==> src/periph_pkg.sv <==
/*
  Shared address view, slot numbers and register offsets for the peripheral hub.
  Full slots take 64-byte windows and byte slots take 16-byte windows.
  Addresses with bits 10:9 = 2'b11 fall outside both views and read as zero.
*/
`default_nettype none

package periph_pkg;

    // Full slot view of the 11-bit address
    typedef struct packed {
        logic       region;
        logic [3:0] slot;
        logic [5:0] offset;
    } full_addr_t;

    // Byte slot view, bit 8 is not decoded
    typedef struct packed {
        logic [1:0] region;
        logic       rsvd;
        logic [3:0] slot;
        logic [3:0] offset;
    } byte_addr_t;

    typedef union packed {
        full_addr_t full_v;
        byte_addr_t byte_v;
    } periph_addr_u;

    // Bit 4 picks a byte slot, bits 3:0 the slot number
    typedef logic [4:0] pin_sel_t;

    localparam logic [1:0] ACC_NONE    = 2'b11;
    localparam logic [1:0] REGION_BYTE = 2'b10;

    localparam logic [3:0] SLOT_GPIO  = 4'd1;
    localparam logic [3:0] SLOT_TIMER = 4'd2;
    localparam logic [3:0] SLOT_EDGE  = 4'd0;
    localparam logic [3:0] SLOT_PWM   = 4'd1;

    localparam logic [5:0] GPIO_OFS_OUT = 6'h00;
    localparam logic [5:0] GPIO_OFS_IN  = 6'h04;
    localparam logic [5:0] GPIO_OFS_SEL = 6'h20;

endpackage

`default_nettype wire

==> src/periph_if.sv <==
/*
  Link between the bus controller and one peripheral slot.
  wr is already qualified by slot selection; rdata must be combinational.
*/
`timescale 1ns/1ns
`default_nettype none

interface periph_if;

    logic        wr;
    logic [5:0]  offset;
    logic [31:0] wdata;
    logic [31:0] rdata;

    modport ctrl (
        output wr,
        output offset,
        output wdata,
        input  rdata
    );

    modport periph (
        input  wr,
        input  offset,
        input  wdata,
        output rdata
    );

endinterface

`default_nettype wire

==> src/bus_ctrl.sv <==
/*
  Address decode, write strobes and registered read return.
  Read data is captured once per request and held until read complete.
  Access size only marks a lane as active; byte slots return the low byte.
*/
`timescale 1ns/1ns
`default_nettype none

module bus_ctrl
    import periph_pkg::*;
(
    input  wire logic         clk,
    input  wire logic         rst_n,
    input  wire periph_addr_u i_addr,
    input  wire logic [31:0]  i_data_in,
    input  wire logic [1:0]   i_data_write_n,
    input  wire logic [1:0]   i_data_read_n,
    input  wire logic         i_data_read_complete,
    output logic      [31:0]  o_data_out,
    output logic              o_data_ready,
    periph_if.ctrl            gpio_bus,
    periph_if.ctrl            timer_bus,
    periph_if.ctrl            edge_bus,
    periph_if.ctrl            pwm_bus
);

    logic        write_act;
    logic        read_req;
    logic        is_full;
    logic        is_byte;
    logic        capture;
    logic        data_hold;
    logic        ready_r;
    logic [31:0] rd_mux;
    logic [31:0] data_out_r;

    assign write_act = (i_data_write_n != ACC_NONE);
    assign read_req  = (i_data_read_n != ACC_NONE);

    // Region 2'b11 matches neither view
    assign is_full = (i_addr.full_v.region == 1'b0);
    assign is_byte = (i_addr.byte_v.region == REGION_BYTE);

    assign gpio_bus.wr  = write_act && is_full && (i_addr.full_v.slot == SLOT_GPIO);
    assign timer_bus.wr = write_act && is_full && (i_addr.full_v.slot == SLOT_TIMER);
    assign edge_bus.wr  = write_act && is_byte && (i_addr.byte_v.slot == SLOT_EDGE);
    assign pwm_bus.wr   = write_act && is_byte && (i_addr.byte_v.slot == SLOT_PWM);

    assign gpio_bus.offset  = i_addr.full_v.offset;
    assign timer_bus.offset = i_addr.full_v.offset;
    assign edge_bus.offset  = {2'b00, i_addr.byte_v.offset};
    assign pwm_bus.offset   = {2'b00, i_addr.byte_v.offset};

    assign gpio_bus.wdata  = i_data_in;
    assign timer_bus.wdata = i_data_in;
    assign edge_bus.wdata  = i_data_in;
    assign pwm_bus.wdata   = i_data_in;

    // Unused slots fall through to zero
    always_comb begin
        rd_mux = '0;
        if (is_full) begin
            case (i_addr.full_v.slot)
                SLOT_GPIO:  rd_mux = gpio_bus.rdata;
                SLOT_TIMER: rd_mux = timer_bus.rdata;
                default:    rd_mux = '0;
            endcase
        end else if (is_byte) begin
            case (i_addr.byte_v.slot)
                SLOT_EDGE: rd_mux = {24'h0, edge_bus.rdata[7:0]};
                SLOT_PWM:  rd_mux = {24'h0, pwm_bus.rdata[7:0]};
                default:   rd_mux = '0;
            endcase
        end
    end

    // Only the first cycle of a request samples the peripheral
    assign capture = read_req && !data_hold;

    always_ff @(posedge clk) begin
        if (!rst_n) begin
            data_hold <= 1'b0;
            ready_r   <= 1'b0;
        end else begin
            if (i_data_read_complete) begin
                data_hold <= 1'b0;
            end
            if (capture) begin
                data_hold <= 1'b1;
            end
            ready_r <= read_req;
        end
    end

    always_ff @(posedge clk) begin
        if (capture) begin
            data_out_r <= rd_mux;
        end
    end

    assign o_data_out   = data_out_r;
    // Writes never stall
    assign o_data_ready = ready_r || write_act;

endmodule

`default_nettype wire

==> src/gpio_block.sv <==
/*
  GPIO output and input registers plus the per-pin function select.
  Pin n select lives at offset 0x20 + 4n. Selects that name an unused
  slot drive the pin low. After reset pin 0 follows the timer.
*/
`timescale 1ns/1ns
`default_nettype none

module gpio_block
    import periph_pkg::*;
(
    input  wire logic       clk,
    input  wire logic       rst_n,
    periph_if.periph        bus,
    input  wire logic [7:0] i_ui_in,
    input  wire logic [7:0] i_timer_pins,
    input  wire logic [7:0] i_pwm_pins,
    input  wire logic [7:0] i_edge_pins,
    output logic      [7:0] o_uo_out
);

    logic [7:0]  gpio_out;
    pin_sel_t    pin_sel [8];
    logic        sel_hit;
    logic [2:0]  sel_idx;
    logic [31:0] rd_word;

    // Offsets 0x20, 0x24 ... 0x3c
    assign sel_hit = ((bus.offset & ~6'h1c) == GPIO_OFS_SEL);
    assign sel_idx = bus.offset[4:2];

    always_ff @(posedge clk) begin
        if (!rst_n) begin
            gpio_out <= '0;
            for (int i = 0; i < 8; i++) begin
                pin_sel[i] <= (i == 0) ? {1'b0, SLOT_TIMER} : {1'b0, SLOT_GPIO};
            end
        end else if (bus.wr) begin
            if (bus.offset == GPIO_OFS_OUT) begin
                gpio_out <= bus.wdata[7:0];
            end
            if (sel_hit) begin
                pin_sel[sel_idx] <= bus.wdata[4:0];
            end
        end
    end

    always_comb begin
        rd_word = '0;
        if (bus.offset == GPIO_OFS_OUT) begin
            rd_word = {24'h0, gpio_out};
        end else if (bus.offset == GPIO_OFS_IN) begin
            rd_word = {24'h0, i_ui_in};
        end else if (sel_hit) begin
            rd_word = {27'h0, pin_sel[sel_idx]};
        end
    end

    assign bus.rdata = rd_word;

    // Each pin takes its own bit of the selected source
    always_comb begin
        for (int i = 0; i < 8; i++) begin
            o_uo_out[i] = 1'b0;
            if (pin_sel[i][4]) begin
                case (pin_sel[i][3:0])
                    SLOT_EDGE: o_uo_out[i] = i_edge_pins[i];
                    SLOT_PWM:  o_uo_out[i] = i_pwm_pins[i];
                    default:   o_uo_out[i] = 1'b0;
                endcase
            end else begin
                case (pin_sel[i][3:0])
                    SLOT_GPIO:  o_uo_out[i] = gpio_out[i];
                    SLOT_TIMER: o_uo_out[i] = i_timer_pins[i];
                    default:    o_uo_out[i] = 1'b0;
                endcase
            end
        end
    end

endmodule

`default_nettype wire

==> src/event_timer.sv <==
/*
  Microsecond countdown timer. A write at offset 0 loads the count and
  restarts the prescaler; the interrupt is sticky until a write at offset 4
  or a reload. CLOCK_MHZ must be at least 1.
*/
`timescale 1ns/1ns
`default_nettype none

module event_timer #(
    parameter int CLOCK_MHZ = 64
) (
    input  wire logic  clk,
    input  wire logic  rst_n,
    periph_if.periph   bus,
    output logic [7:0] o_pins,
    output logic       o_irq
);

    localparam int         PRE_W     = (CLOCK_MHZ > 1) ? $clog2(CLOCK_MHZ) : 1;
    localparam logic [5:0] OFS_COUNT = 6'h00;
    localparam logic [5:0] OFS_IRQ   = 6'h04;

    logic [PRE_W-1:0] pre_cnt;
    logic [31:0]      count;
    logic             tick;
    logic             irq_r;
    logic             toggle;
    logic             load;

    assign load = bus.wr && (bus.offset == OFS_COUNT);
    assign tick = (pre_cnt == PRE_W'(CLOCK_MHZ - 1));

    always_ff @(posedge clk) begin
        if (!rst_n) begin
            pre_cnt <= '0;
            count   <= '0;
            irq_r   <= 1'b0;
            toggle  <= 1'b0;
        end else if (load) begin
            pre_cnt <= '0;
            count   <= bus.wdata;
            irq_r   <= 1'b0;
        end else begin
            pre_cnt <= tick ? '0 : pre_cnt + 1'b1;
            if (bus.wr && bus.offset == OFS_IRQ) begin
                irq_r <= 1'b0;
            end
            if (tick && count != '0) begin
                count <= count - 1'b1;
                // Expiry wins over a clear in the same cycle
                if (count == 32'd1) begin
                    irq_r  <= 1'b1;
                    toggle <= ~toggle;
                end
            end
        end
    end

    assign bus.rdata = (bus.offset == OFS_COUNT) ? count :
                       (bus.offset == OFS_IRQ)   ? {31'h0, irq_r} : 32'h0;

    assign o_pins = {8{toggle}};
    assign o_irq  = irq_r;

endmodule

`default_nettype wire

==> src/edge_counter.sv <==
/*
  Eight 8-bit rising-edge counters, one per input pin, wrapping at 256.
  Offset n reads counter n; a write to offset n clears it.
  Inputs are assumed already synchronized to clk.
*/
`timescale 1ns/1ns
`default_nettype none

module edge_counter (
    input  wire logic       clk,
    input  wire logic       rst_n,
    periph_if.periph        bus,
    input  wire logic [7:0] i_ui_in,
    output logic      [7:0] o_pins
);

    logic [7:0] ui_q;
    logic [7:0] rise;
    logic [7:0] cnt [8];

    assign rise = i_ui_in & ~ui_q;

    always_ff @(posedge clk) begin
        if (!rst_n) begin
            ui_q <= '0;
            for (int i = 0; i < 8; i++) begin
                cnt[i] <= '0;
            end
        end else begin
            ui_q <= i_ui_in;
            for (int i = 0; i < 8; i++) begin
                // Clear takes priority over a coincident edge
                if (bus.wr && bus.offset[3:0] == 4'(i)) begin
                    cnt[i] <= '0;
                end else if (rise[i]) begin
                    cnt[i] <= cnt[i] + 1'b1;
                end
            end
        end
    end

    assign bus.rdata = bus.offset[3] ? 32'h0 : {24'h0, cnt[bus.offset[2:0]]};

    // Registered copy lets the inputs be looped back to the pins
    assign o_pins = ui_q;

endmodule

`default_nettype wire

==> src/pwm_gen.sv <==
/*
  Free-running 8-bit PWM with a 256-clock period.
  Output is high for duty clocks per period, so 255 is the highest level.
  Duty lives at offset 0.
*/
`timescale 1ns/1ns
`default_nettype none

module pwm_gen (
    input  wire logic  clk,
    input  wire logic  rst_n,
    periph_if.periph   bus,
    output logic [7:0] o_pins
);

    logic [7:0] pwm_cnt;
    logic [7:0] duty;
    logic       duty_sel;
    logic       pwm_level;

    assign duty_sel = (bus.offset[3:0] == 4'h0);

    always_ff @(posedge clk) begin
        if (!rst_n) begin
            pwm_cnt <= '0;
            duty    <= '0;
        end else begin
            pwm_cnt <= pwm_cnt + 1'b1;
            if (bus.wr && duty_sel) begin
                duty <= bus.wdata[7:0];
            end
        end
    end

    assign pwm_level = (pwm_cnt < duty);

    assign bus.rdata = duty_sel ? {24'h0, duty} : 32'h0;

    // Same level on every pin so any pin can pick it up
    assign o_pins = {8{pwm_level}};

endmodule

`default_nettype wire

==> src/periph_hub.sv <==
/*
  Peripheral hub for the microcontroller data bus.
  GPIO in full slot 1, timer in full slot 2, edge counter in byte slot 0,
  PWM in byte slot 1. No peripheral stalls, so reads always complete in one cycle.
  CLOCK_MHZ must equal the number of clocks per microsecond.
*/
`timescale 1ns/1ns
`default_nettype none

module periph_hub
    import periph_pkg::*;
#(
    parameter int CLOCK_MHZ = 64
) (
    input  wire logic        clk,
    input  wire logic        rst_n,
    input  wire logic [7:0]  i_ui_in,
    output logic      [7:0]  o_uo_out,
    input  wire logic [10:0] i_addr,
    input  wire logic [31:0] i_data_in,
    input  wire logic [1:0]  i_data_write_n,
    input  wire logic [1:0]  i_data_read_n,
    input  wire logic        i_data_read_complete,
    output logic      [31:0] o_data_out,
    output logic             o_data_ready,
    output logic             o_irq
);

    periph_addr_u addr_view;
    logic [7:0]   timer_pins;
    logic [7:0]   edge_pins;
    logic [7:0]   pwm_pins;

    periph_if gpio_if ();
    periph_if timer_if ();
    periph_if edge_if ();
    periph_if pwm_if ();

    assign addr_view = i_addr;

    bus_ctrl u_bus_ctrl (
        .clk                  (clk),
        .rst_n                (rst_n),
        .i_addr               (addr_view),
        .i_data_in            (i_data_in),
        .i_data_write_n       (i_data_write_n),
        .i_data_read_n        (i_data_read_n),
        .i_data_read_complete (i_data_read_complete),
        .o_data_out           (o_data_out),
        .o_data_ready         (o_data_ready),
        .gpio_bus             (gpio_if.ctrl),
        .timer_bus            (timer_if.ctrl),
        .edge_bus             (edge_if.ctrl),
        .pwm_bus              (pwm_if.ctrl)
    );

    gpio_block u_gpio (
        .clk          (clk),
        .rst_n        (rst_n),
        .bus          (gpio_if.periph),
        .i_ui_in      (i_ui_in),
        .i_timer_pins (timer_pins),
        .i_pwm_pins   (pwm_pins),
        .i_edge_pins  (edge_pins),
        .o_uo_out     (o_uo_out)
    );

    event_timer #(
        .CLOCK_MHZ (CLOCK_MHZ)
    ) u_timer (
        .clk    (clk),
        .rst_n  (rst_n),
        .bus    (timer_if.periph),
        .o_pins (timer_pins),
        .o_irq  (o_irq)
    );

    edge_counter u_edge (
        .clk     (clk),
        .rst_n   (rst_n),
        .bus     (edge_if.periph),
        .i_ui_in (i_ui_in),
        .o_pins  (edge_pins)
    );

    pwm_gen u_pwm (
        .clk    (clk),
        .rst_n  (rst_n),
        .bus    (pwm_if.periph),
        .o_pins (pwm_pins)
    );

endmodule

`default_nettype wire

==> config.mk <==
export PLATFORM = sky130hd
export DESIGN_NAME = periph_hub
export DESIGN_NICKNAME = d
export VERILOG_FILES = /design/src/periph_pkg.sv /design/src/periph_if.sv /design/src/bus_ctrl.sv /design/src/gpio_block.sv /design/src/event_timer.sv /design/src/edge_counter.sv /design/src/pwm_gen.sv /design/src/periph_hub.sv
export SDC_FILE = /design/constraint.sdc
export NUM_CORES = 1
export LEC_CHECK = 0
export BUFFER_PORTS_ARGS = -buffer_cell sky130_fd_sc_hd__buf_2
export CAP_MARGIN = 20
export CORE_MARGIN = 4
export CORE_UTILIZATION = 55
export CTS_BUF_LIST = sky130_fd_sc_hd__clkbuf_4 sky130_fd_sc_hd__clkbuf_8 sky130_fd_sc_hd__clkbuf_16
export DETAILED_ROUTE_END_ITERATION = 6
export HOLD_SLACK_MARGIN = 0.15
export PLACE_DENSITY = 0.84
export SLEW_MARGIN = 10
export SYNTH_ARGS = -nofsm -noshare
export SYNTH_HDL_FRONTEND = slang
export SYNTH_SLANG_ARGS = --single-unit
==> constraint.sdc <==
create_clock -name clk -period 3.9 [get_ports clk]
set_input_delay 0.195 -clock clk [delete_from_list [all_inputs] [get_ports clk]]
set_output_delay 0.195 -clock clk [all_outputs]
set_load 0.02 [all_outputs]
==> flow_summary_export.csv, run 1 <==
group,metric,value,unit
outcome,outcome,"complete, no violations",
sta,finalMaxSlewViolations,0,
worst_setup_path,critPathCaptureType,"flop",
global_routing,grt_usage,0.260,
min_path,hold_class,"in2reg",
detailed_routing,ant_nets,0,
worst_setup_path,cp_cell_sequence,"inv_1 > ha_1 > nor4b_1 > nand4_1 > nor3_2 > nor2_1 > a21o_1 > o22ai_1",
finish,nNetsFinal,1280,
finish,area_growth,17.2,%
detailed_routing,drc,0,
detailed_routing,drt_wl_total,29000,µm
floorplan,ios,100,
synthesis,synth_top_area_frac,0.370,
synthesis,postSynthAreaPerCell,10.3,µm²
clock_network,cts_tree,"built",
finish,fin_cells,1487,
power,irDropWorstVdd,307,µV
min_path,hp-start,"rst_n",
placement,pre_cts_slack,899,ps
sta,min_period_over_period,0.803,
synthesis,synth.most_common_cell,"nor2_1",
synthesis,synth_area_leaders,"edfxtp_1 (37%), dfxtp_1 (13%), mux4_2 (5.3%), nor2_1 (4.8%), xor2_1 (3.9%)",
detailed_routing,via_count,9033,
global_routing,grt_pass1_vias,8726,
floorplan,core-area,19600,µm²
clock_network,cts_num_sinks,210,
clock_network,h-tree-depth,1,
synthesis,synthTopCellsByCount,"nor2_1 (142), edfxtp_1 (136), dfxtp_1 (74), nand2_1 (72), and2_1 (60)",
worst_setup_path,required,4330,ps
worst_setup_path,r2r_start,"u_timer.count[1]",
floorplan,fp.dieW,150,µm
synthesis,synth_fp_nets,1152,
detailed_routing,drt-initial-drc-count,993,
global_routing,grt_pass1_wl,46100,µm
floorplan,die_h,150,µm
global_routing,antenna_found_initial,3,
sta,finalSetupViolations,0,
power,powerDensity,404,nW/µm²
worst_setup_path,cp_slowest_cell,"nor3_2",
worst_setup_path,cp_slowest_stage_delay,890,ps
global_routing,overflow,0,
synthesis,synth_cell_type_count,55,
clock_network,clockBufferDepth,3,
worst_setup_path,path_buf_inv,1,
sta,maxSlewHeadroom,0.277,
sta,rsz0062_at_grt,"no",
sta,period_needed,3130,ps
worst_setup_path,worstSetupPathType,"reg2reg",
floorplan,dieArea,22400,µm²
worst_setup_path,critPathArrivalTime,3560,ps
global_routing,grt_max_degree,43,
clock_network,clk_latency,520,ps
power,cellLeakagePower,4.80,nW
clock_network,path_clk_slew,60,ps
floorplan,initial_core_util,0.564,
sta,finalHoldViolations,0,
worst_setup_path,crit_start,"u_timer.count[1]",
worst_setup_path,path_max_fanout,15,
floorplan,num_rows,51,
worst_setup_path,worstSetupStartpointType,"flop",
synthesis,synth_flop_cell,"edfxtp_1",
clock_network,cts_buffers,23,
placement,dp_hpwl,20600,µm
synthesis,synth-seq-area-share,0.504,
detailed_routing,via_per_inst,6.07,
detailed_routing,first_pass_iters,7,
placement,port-buffer-count,99,
placement,place.gp.congestion,0.970,
synthesis,synth_warnings,0,
sta,final.setup.tns,0,ps
sta,tightest_slew,1080,ps
run,cap_viol_max_count,0,
synthesis,synth_edf_count,136,
synthesis,ys_ff_latch,210,
synthesis,netlist_instances,1075,
synthesis,synth_area,11000,µm²
clock_network,cts_root_buffer,"clkbuf_16",
worst_setup_path,crit_family,"simple AND/OR/NAND/NOR gates",
sta,skew,23.2,ps
sta,fin_ws,770,ps
sta,fmax,0.320,GHz
detailed_routing,routedWlPerCell,19.5,µm
synthesis,async_reset_ff_frac,0,
placement,dp_cells,1400,
synthesis,synth.largest_area_cell,"edfxtp_1",
finish,final_layout_size_suffix_gt1_frac,0.162,
power breakdown:
| part | internal, W | leakage (nW) | total (W) | switching (W) |
|---|---|---|---|---|
| combinational | 0.000199 | 2.42 | 0.000474 | 0.000275 |
| sequential | 0.00248 | 1.99 | 0.00258 | 0.0000990 |
| clock | 0.00129 | 0.387 | 0.00216 | 0.000871 |
cell families (layout without fill, tap and decap cells):
group,count (synthesis),count (layout),synth area share
fa+ha+maj,19,19,0.0215
buf+inv,73,218,0.0250
mux,52,52,0.0773
xor+xnor,86,86,0.0682
compound gates,166,166,0.0884
flops,210,210,0.504
other cells,0,2,0
simple gates,469,469,0.215
flip-flops by register name (all words and copies together), names as in the netlist, 6 cells and up:
register / flops
u_edge.cnt: 64
u_gpio.pin_sel: 40
u_bus_ctrl.o_data_out: 32
u_timer.count: 32
u_edge.o_pins: 8
u_gpio.gpio_out: 8
u_pwm.duty: 8
u_pwm.pwm_cnt: 8
u_timer.pre_cnt: 6
metal layers:
metal	routed length, µm	global-route usage
met1	11300	0.342
met2	13800	0.432
met3	2710	0.0509
met4	1090	0.0906
met5	29	0
final cells by class:
class / count / area, µm²
Multi-Input combinational cell: 792 / 5210
Sequential cell: 210 / 5570
Clock buffer: 31 / 642
Clock inverter: 11 / 113
Timing Repair Buffer: 146 / 956
Inverter: 30 / 113
Tap cell: 265 / 332
Antenna cell: 2 / 5.00
Fill cell: 1426 / 6660
worst min-delay path, stage by stage:
cell	delay, ps
buf_2	230
nand2_1	170
inv_1	40
cell usage in the layout (no fill, tap or decap), drive strengths merged, types with 31 or more instances in the layout:
cell type / count
nor2: 142
nor3: 33
dlygate4sd3: 43
o21ai: 64
xor2: 49
clkbuf: 31
inv: 31
and2: 60
buf: 103
nand2: 73
dfxtp: 74
xnor2: 37
edfxtp: 136
nand3: 56
a21oi: 52
through the flow:
stage	util	hold WS [ps]	instance area, µm²	total power (W)
floorplan	-	287	11000	0.00289
global placement	0.600	419	11700	0.00304
detailed placement	0.600	434	11700	0.00306
CTS	0.660	155	12900	0.00523
global route	0.660	190	12900	0.00539
finish	0.660	186	12900	0.00522
final timing paths:
check                       end  slack, ps  cells after the start
max            u_timer.count[1]        770                      8
max reg2reg    u_timer.count[1]        770                      8
min            u_edge.o_pins[7]        190                      3
min reg2reg  u_timer.pre_cnt[0]        450                      1
repair_timing:
action                    4_1_cts  5_1_grt
hold buffers                   43        0
hold endpoints to repair       54        0
buffers inserted                0        0
gates resized for setup         0        0
(Power assumes the default switching activity.)
==> run 2, diff against run 1 <==
- clock period: 3.9 -> 2.9 ns (I/O delays scaled with it)
==> run 2 against run 1 <==
Largest cell class unchanged. Clock-buffer cell count shrank 3. Non-clock buffer count grew 35. Sequential power up 34%. Combinational power grew 43%. Critical path depth rose by 1. Routed wire length rose by 3.3%. Utilization increased by 1.1 points. Global-route usage up 0.59 points. Clock power increased by 27%.
==> flow_summary_export.csv, run 2 (synthesis gave the netlist of run 1 again) <==
group,metric,value,unit
worst_setup_path,required,2760,ps
global_routing,overflow,0,
worst_setup_path,reg2reg_to,"u_timer.count[12]",
clock_network,path_clk_slew,60,ps
worst_setup_path,path_max_fanout,8,
detailed_routing,drt_wl_total,30000,µm
power,switching_share,0.244,
outcome,outcome,"complete, no violations",
floorplan,ios,100,
worst_setup_path,regToRegSetupSlack,360,ps
clock_network,cts_tree,"built",
worst_setup_path,worstSetupPathType,"reg2out",
power,cellLeakagePower,4.93,nW
power,p_int,0.00522,W
sta,fmax,0.363,GHz
placement,dp_cells,1431,
placement,dp_hpwl,20900,µm
sta,maxSlewHeadroom,0.281,
clock_network,clockBufferDepth,3,
detailed_routing,routedWlPerCell,19.7,µm
global_routing,grt_max_degree,59,
clock_network,clk_latency,510,ps
floorplan,initial_core_util,0.564,
sta,tightest_slew,1080,ps
global_routing,grt_pass1_wl,47300,µm
finish,nNetsFinal,1315,
sta,min_period_over_period,0.951,
placement,place.gp.congestion,0.977,
power,comb_power_share,0.099,
sta,finalHoldViolations,0,
finish,final_common_cell,"nor2_1",
clock_network,cts_buffers,23,
sta,rsz0062_at_grt,"no",
worst_setup_path,critPathCapture,"o_uo_out[2]",
global_routing,grt_usage,0.266,
sta,finalSetupViolations,0,
floorplan,core-area,19600,µm²
power,switchingPower,0.00168,W
detailed_routing,first_pass_iters,7,
clock_network,h-tree-depth,1,
floorplan,num_rows,51,
worst_setup_path,crit_start,"u_pwm.duty[4]",
floorplan,fp.dieW,150,µm
detailed_routing,ant_nets,0,
power,seqPwrFrac,0.503,
placement,port-buffer-count,99,
finish,largest_reg_flops,64,
detailed_routing,drt-initial-drc-count,1182,
finish,layout_common_cells,"nor2_1 (141), edfxtp_1 (136), buf_2 (99)",
sta,fin_ws,142,ps
power,clockPowerShare,0.399,
sta,period_needed,2760,ps
clock_network,cts_num_sinks,210,
detailed_routing,via_count,9296,
power,irDropWorstVdd,385,µV
global_routing,antenna_found_initial,0,
clock_network,cts_root_buffer,"clkbuf_16",
sta,finalMaxSlewViolations,0,
finish,largest_registers,"u_edge.cnt (64), u_gpio.pin_sel (40)",
min_path,hold_class,"in2reg",
sta,skew,15.2,ps
finish,fin_cells,1520,
worst_setup_path,critPathCaptureType,"primary output",
finish,largest-register,"u_edge.cnt",
global_routing,grt_pass1_vias,9014,
run,cap_viol_max_count,0,
detailed_routing,via_per_inst,6.12,
sta,timing.hold.ws,219,ps
power,powerDensity,525,nW/µm²
floorplan,dieArea,22400,µm²
worst_setup_path,worstRegToRegCells,6,
detailed_routing,drc,0,
finish,antenna_cells,0,
finish,area_growth,19.2,%
floorplan,die_h,150,µm
worst_setup_path,critPathArrivalTime,2610,ps
finish,final_layout_size_suffix_gt1_frac,0.178,
placement,pre_cts_slack,396,ps
worst_setup_path,r2r_start,"u_timer.count[19]",
worst_setup_path,worstSetupStartpointType,"flop",
sta,final.setup.tns,0,ps
-- run 2: per-layer routing --
metal,up-vias,routed length (µm),global-route usage
met5,-,0,0
met4,0,1200,0.102
met3,109,2960,0.0509
met2,559,14100,0.430
met1,4387,11700,0.357
li1,4241,-,-
-- run 2: what timing repair did --
action	CTS	global route
endpoints found under the setup margin	0	3
hold buffers	47	0
setup buffers	0	0
gates resized for setup	0	2
hold endpoints to repair	76	0
-- run 2: worst min path at each step --
stage,from,to,slack (ps),depth (start not counted)
2_1_floorplan,i_data_read_n[1],u_bus_ctrl.ready_r,240,1
3_3_place_gp,i_data_read_n[1],u_bus_ctrl.ready_r,370,2
3_5_place_dp,i_data_read_n[1],u_bus_ctrl.ready_r,390,2
4_1_cts,i_addr[6],u_timer.count[0],180,5
5_1_grt,i_data_read_n[0],u_bus_ctrl.o_data_out[2],270,2
6_report,i_addr[6],u_timer.count[0],220,5
-- run 2: final cells by class --
type | count | area [µm²]
repair buffers | 181 | 1230
flip-flops and latches | 210 | 5570
multi-input cells | 792 | 5210
fillers | 1413 | 6430
inverters | 30 | 113
clock inverters | 14 | 93.8
well taps | 265 | 332
clock buffers | 28 | 613
-- run 2: power groups by stage --
stage	Clock [W]	Combinational [W]	Sequential, W
after detailed placement	0	0.000614	0.00353
after global placement	0	0.000599	0.00352
after CTS	0.00278	0.000667	0.00347
final	0.00275	0.000680	0.00347
after global routing	0.00289	0.000730	0.00348
after floorplan	0	0.000357	0.00353
-- run 2: through the flow --
stage               total power [W]  area (µm²)   util
floorplan                   0.00388       11000      -
global placement            0.00412       12000  0.611
detailed placement          0.00414       12000  0.611
CTS                         0.00691       13200  0.672
global route                0.00711       13200  0.672
finish                      0.00690       13200  0.672
-- run 2: critical path, cell delays in order (launching register included) --
cell and delay (ps):
dfxtp_1 380, inv_1 60, ha_1 300, a21oi_1 140
nor2b_1 50, o21ai_0 150, o211a_2 360, nor3b_1 90
o21ai_0 330, buf_2 240
